## src/rv32_types_pkg.sv

```systemverilog
package rv32_types_pkg;

    // one architectural register value, data word or pc
    typedef logic [31:0] word_t;

    typedef logic [4:0] reg_addr_t;

    typedef logic [11:0] csr_addr_t;

    // full width of the cycle and instret counters
    typedef logic [63:0] counter_t;

    // machine scratch register
    localparam csr_addr_t CSR_MSCRATCH = 12'h340;

    // user-level read-only counter views
    localparam csr_addr_t CSR_CYCLE = 12'hc00;
    localparam csr_addr_t CSR_INSTRET = 12'hc02;
    localparam csr_addr_t CSR_CYCLEH = 12'hc80;
    localparam csr_addr_t CSR_INSTRETH = 12'hc82;

endpackage
```

## src/rv32_ctrl_pkg.sv

```systemverilog
package rv32_ctrl_pkg;

    import rv32_types_pkg::*;

    // op codes follow funct3, sub_sra picks sub and sra
    typedef enum logic [2:0] {
        ALU_OP_ADD = 3'b000,
        ALU_OP_SLL = 3'b001,
        ALU_OP_SLT = 3'b010,
        ALU_OP_SLTU = 3'b011,
        ALU_OP_XOR = 3'b100,
        ALU_OP_SR = 3'b101,
        ALU_OP_OR = 3'b110,
        ALU_OP_AND = 3'b111
    } alu_op_t;

    typedef enum logic [1:0] {
        ALU_SRC1_RS1 = 2'b00,
        ALU_SRC1_PC = 2'b01,
        ALU_SRC1_ZERO = 2'b10
    } alu_src1_t;

    typedef enum logic [1:0] {
        ALU_SRC2_RS2 = 2'b00,
        ALU_SRC2_IMM = 2'b01,
        ALU_SRC2_FOUR = 2'b10
    } alu_src2_t;

    typedef enum logic [1:0] {
        MEM_WIDTH_BYTE = 2'b00,
        MEM_WIDTH_HALF = 2'b01,
        MEM_WIDTH_WORD = 2'b10
    } mem_width_t;

    typedef enum logic [1:0] {
        CSR_WRITE_OP_RW = 2'b00,
        CSR_WRITE_OP_RS = 2'b01,
        CSR_WRITE_OP_RC = 2'b10
    } csr_write_op_t;

    // never must stay zero, reset relies on it
    typedef enum logic [1:0] {
        BRANCH_OP_NEVER = 2'b00,
        BRANCH_OP_ZERO = 2'b01,
        BRANCH_OP_NON_ZERO = 2'b10,
        BRANCH_OP_ALWAYS = 2'b11
    } branch_op_t;

    typedef struct packed {
        alu_op_t op;
        logic sub_sra;
        alu_src1_t src1;
        alu_src2_t src2;
    } alu_ctrl_t;

    // src is 0 for rs1, 1 for the zero-extended immediate
    typedef struct packed {
        logic read;
        logic write;
        csr_write_op_t write_op;
        logic src;
    } csr_ctrl_t;

    // branch_pc_src is 0 for pc-relative, 1 for rs1-relative
    typedef struct packed {
        alu_ctrl_t alu;
        csr_ctrl_t csr;
        branch_op_t branch_op;
        logic branch_pc_src;
        logic branch_predicted_taken;
        reg_addr_t rd;
        logic rd_write;
    } exec_ctrl_t;

    typedef struct packed {
        logic read;
        logic write;
        mem_width_t width;
        logic zero_extend;
        logic fence;
    } mem_ctrl_t;

endpackage

```

## src/rv32_csrs.sv

```systemverilog
`timescale 1ns/1ps

module rv32_csrs
    import rv32_types_pkg::*;
    import rv32_ctrl_pkg::*;
(
    input logic clk,
    input logic reset_,
    input logic stall,
    input logic writeback_flush,

    input logic read,
    input logic write,
    input csr_write_op_t write_op,
    input logic src,

    input logic instr_retired,

    input word_t rs1_value,
    input word_t imm_value,
    input csr_addr_t csr,

    output word_t read_value,
    output counter_t cycle_out
);
    counter_t cycle;
    counter_t instret;
    word_t mscratch;

    word_t write_value;
    word_t mscratch_next;
    logic mscratch_write;

    // only mscratch is writable, counter writes fall through
    assign write_value = src ? imm_value : rs1_value;
    assign mscratch_write = write && !stall && !writeback_flush && csr == CSR_MSCRATCH;

    always_comb begin
        case (write_op)
            CSR_WRITE_OP_RS: mscratch_next = mscratch | write_value;
            CSR_WRITE_OP_RC: mscratch_next = mscratch & ~write_value;
            default: mscratch_next = write_value;
        endcase
    end

    always_ff @(posedge clk) begin
        if (!reset_) begin
            cycle <= '0;
            instret <= '0;
            mscratch <= '0;
        end else begin
            // cycle keeps counting through stalls
            cycle <= cycle + 64'd1;

            if (instr_retired)
                instret <= instret + 64'd1;

            if (mscratch_write)
                mscratch <= mscratch_next;
        end
    end

    always_comb begin
        read_value = '0;
        if (read) begin
            case (csr)
                CSR_MSCRATCH: read_value = mscratch;
                CSR_CYCLE: read_value = cycle[31:0];
                CSR_CYCLEH: read_value = cycle[63:32];
                CSR_INSTRET: read_value = instret[31:0];
                CSR_INSTRETH: read_value = instret[63:32];
                default: read_value = '0;
            endcase
        end
    end

    assign cycle_out = cycle;

    a_cycle_step: assert property (@(posedge clk) disable iff (!reset_)
        $past(reset_) |-> cycle == $past(cycle) + 64'd1);

    a_mscratch_stall_hold: assert property (@(posedge clk) disable iff (!reset_)
        stall |=> mscratch == $past(mscratch));
endmodule

```

## config.mk

```make
export PLATFORM = sky130hd
export DESIGN_NAME = rv32_csrs
export DESIGN_NICKNAME = d
export VERILOG_FILES = /design/src/rv32_types_pkg.sv /design/src/rv32_ctrl_pkg.sv /design/src/rv32_csrs.sv
export SDC_FILE = /design/constraint.sdc
export NUM_CORES = 1
export LEC_CHECK = 0
export ABC_AREA = 0
export BUFFER_PORTS_ARGS = -buffer_cell sky130_fd_sc_hd__buf_2
export CAP_MARGIN = 0
export CORE_MARGIN = 4
export CORE_UTILIZATION = 59
export DETAILED_ROUTE_END_ITERATION = 10
export PLACE_DENSITY = 0.84
export SYNTH_ARGS = -nofsm -noshare
export SYNTH_HDL_FRONTEND = slang
export SYNTH_SLANG_ARGS = --single-unit
```

## constraint.sdc

```tcl
create_clock -name clk -period 5.1 [get_ports clk]
set_input_delay 1.02 -clock clk [delete_from_list [all_inputs] [get_ports clk]]
set_output_delay 1.02 -clock clk [all_outputs]
set_load 0.02 [all_outputs]
```

==> out/metrics.csv <==
metric;value;unit
I/O pin total;182;
Post-synth ARST share;0;%
cell count of the worst reg-to-reg path;5;
final wirelength;30520;microns
clock sink count;160;
TNS Setup;0;ns
TritonCTS Buffers;17;
endpoints failing setup;0;
Crit. End Element;primary output;
fill count;1263;
1st-iter DRT viols;1199;
multiplexer share of the synthesized area;6.954;%
Residual DRC;0;
starting density of the core;61.11;%
Synth top area share;34.10;%
Layout area overhead;16.89;%
Worst Clk Skew;0.008489;ns
layout cells sized above 1;21.02;%
commonest non-fill, non-tap cell in the layout;buf_2;
area leader, netlist;dfxtp_1;
Root Driver;clkbuf_16;
Fin. Hold Viols;0;
Core Area;15370;sq um
H-tree lvl count;4;
Critical Path RT;4.08;ns
fin util;71.43;%
combinational family with the most area after synthesis;simple AND/OR/NAND/NOR gates;
FF+latch area;3203;sq um
post_cts resized;0;
maximum buffer depth of the clock tree;2;
CTS clock-pin slew for the worst setup and hold paths;0.06;ns
Synth Area in XOR/XNOR;6.061;%
DRT Pass-1 Iters;7;
post-synthesis simple-gate area fraction;31.04;%
Non-Filler Instances;1524;
final slew viol count;0;
Top Layer Used;met5;
most frequent cells in the layout;buf_2, dfxtp_1, nand2_1;
kind of critical path;input port to primary output;
worst slew pin tran;1.172;ns
CP Max Fanout;13;
setup bufs post-CTS;0;
Synth area leaders;dfxtp_1, nand2_1, a21oi_1, xor2_1, mux2i_1;
Synthesized Nets;1256;
largest net degree at the start of global routing;79;
Hold Path Class;register to register;
compound-cell area share of the yosys netlist;17.40;%
cell count after synthesis;1166;
Final #Nets;1392;
Post-Synth Adder-Cell Area;0.5328;%
placed cell areas;10380;sq um
final period utilization;87.99;%
DIE HEIGHT;134.2;microns
Syn Std Cell Area;9393;sq um
initial antenna violation count;1;
fin crit period;4.487;ns
CP startpoint kind;input port;
port bufs;181;
Seq/Total Area, Yosys;34.10;%
total track usage;32.80;%
pwr/cell area;248.0;nW/um^2
Distinct cells, synth;54;
Fmax;0.2229;GHz
DP Cell Count;1494;
EDFF count, synth;0;
gr ovfl total;0;
Worst IR Drop VDD;0.0002352;V
WL met3;3216;microns
cell area after layout;10980;sq um
hold-fix buffers at CTS;0;
Main synth FF type;dfxtp_1;
footprint of the multi-input gates;5833;sq um
CTS tree;yes;
Vias;9874;
Die Wd;134.2;microns
GP Congestion;0.8836;
status;complete, no violations;
synthesized flop and latch total;160;
Worst Hold Depth;2;
vias per inst;6.479;
Leak;4.015;nW
clock latency at the later pin of the worst-skew pair;0.43;ns
met2 WL post-DR;14250;microns
vias in the first global route;8920;
Max-Cap Viols;0;
M1 WL;12280;microns
Avg Cell Area, Syn;8.056;sq um
die area;18000;sq um
RSZ-0062 raised after global routing;false;
diodes inserted;0;
slew margin rel.;21.88;%
synth warn;0;
Rows;45;
global-route wire length before repair;47800;microns
critical path arrival;3.47;ns
antenna viol nets, final;0;
DP HPWL;21790;microns
routed len/inst;20.03;microns
==> layout make-up <==
| class | count | area share [%] |
|---|---|---|
| clock inverter | 6 | 0.9573 |
| timing repair buffer | 193 | 9.185 |
| inverter | 19 | 0.6724 |
| sequential | 160 | 29.17 |
| clock buffer | 24 | 4.479 |
| tap | 211 | 2.405 |
| multi-input combinational | 911 | 53.13 |
==> worst paths after layout <==
check	from	end	slack [ns]
setup / recovery	csr[0]	read_value[2]	0.61
hold reg to reg	mscratch[12]	mscratch[12]	0.47
setup reg to reg	cycle_out[9]	cycle_out[47]	2.00
hold / removal	mscratch[12]	mscratch[12]	0.47
==> report_power, final <==
group,internal (mW),leakage [nW],switching (mW)
clock,0.814,0.296,0.495
sequential,1.25,1.29,0.00777
combinational,0.0617,2.43,0.0902
==> registers in the layout, indices dropped and copies added, names as in the netlist <==
register   flops
cycle_out     64
instret       64
mscratch      32
==> critical path, cell delays in order <==
cell     delay (ns)
buf_2          0.09
or3_1          0.40
nor3_1         0.45
and2_1         0.71
buf_4          0.30
nand2_1        0.08
a21oi_1        0.20
buf_2          0.22
==> synth_stat cells, drive strengths merged (12+ instances only) <==
| cell type | count |
|---|---|
| dfxtp | 160 |
| nand2 | 159 |
| a21oi | 107 |
| nor2 | 95 |
| nand4 | 65 |
| clkbuf | 62 |
| nand3 | 50 |
| xor2 | 45 |
| nand2b | 40 |
| o21ai | 37 |
| mux2i | 36 |
| or3 | 35 |
| a221o | 32 |
| a222oi | 32 |
| mux2 | 26 |
| nor4 | 24 |
| xnor2 | 20 |
| inv | 19 |
| nor3 | 16 |
| o31ai | 16 |
| buf | 14 |
| or4 | 13 |
| and2 | 12 |
==> cell families (layout without fill, tap and decap cells) <==
family,Yosys count,in the layout
XOR/XNOR,65,65
AO/OA/AOI/OAI,243,243
buffers and inverters,95,242
multiplexers,62,62
AND/OR/NAND/NOR,537,537
flip-flops,160,160
adder cells (fa/ha/maj),4,4
==> per-stage QoR <==
| step | hold WS, ns | total power, mW | setup slack [ns] |
|---|---|---|---|
| floorplan | 0.4449 | 1.378 | 1.328 |
| global placement | 0.4539 | 1.435 | 0.8292 |
| detailed placement | 0.4652 | 1.438 | 0.7096 |
| CTS | 0.4709 | 2.727 | 0.6552 |
| global route | 0.4992 | 2.795 | 0.5755 |
| finish | 0.4690 | 2.723 | 0.6127 |
==> layer usage <==
layer | track usage [%] | vias up
met2 | 52.79 | 584
met3 | 7.989 | 64
met1 | 43.56 | 4637
li1 | - | 4587
met4 | 10.52 | 2
met5 | 0 | -
(Power assumes the default switching activity.)
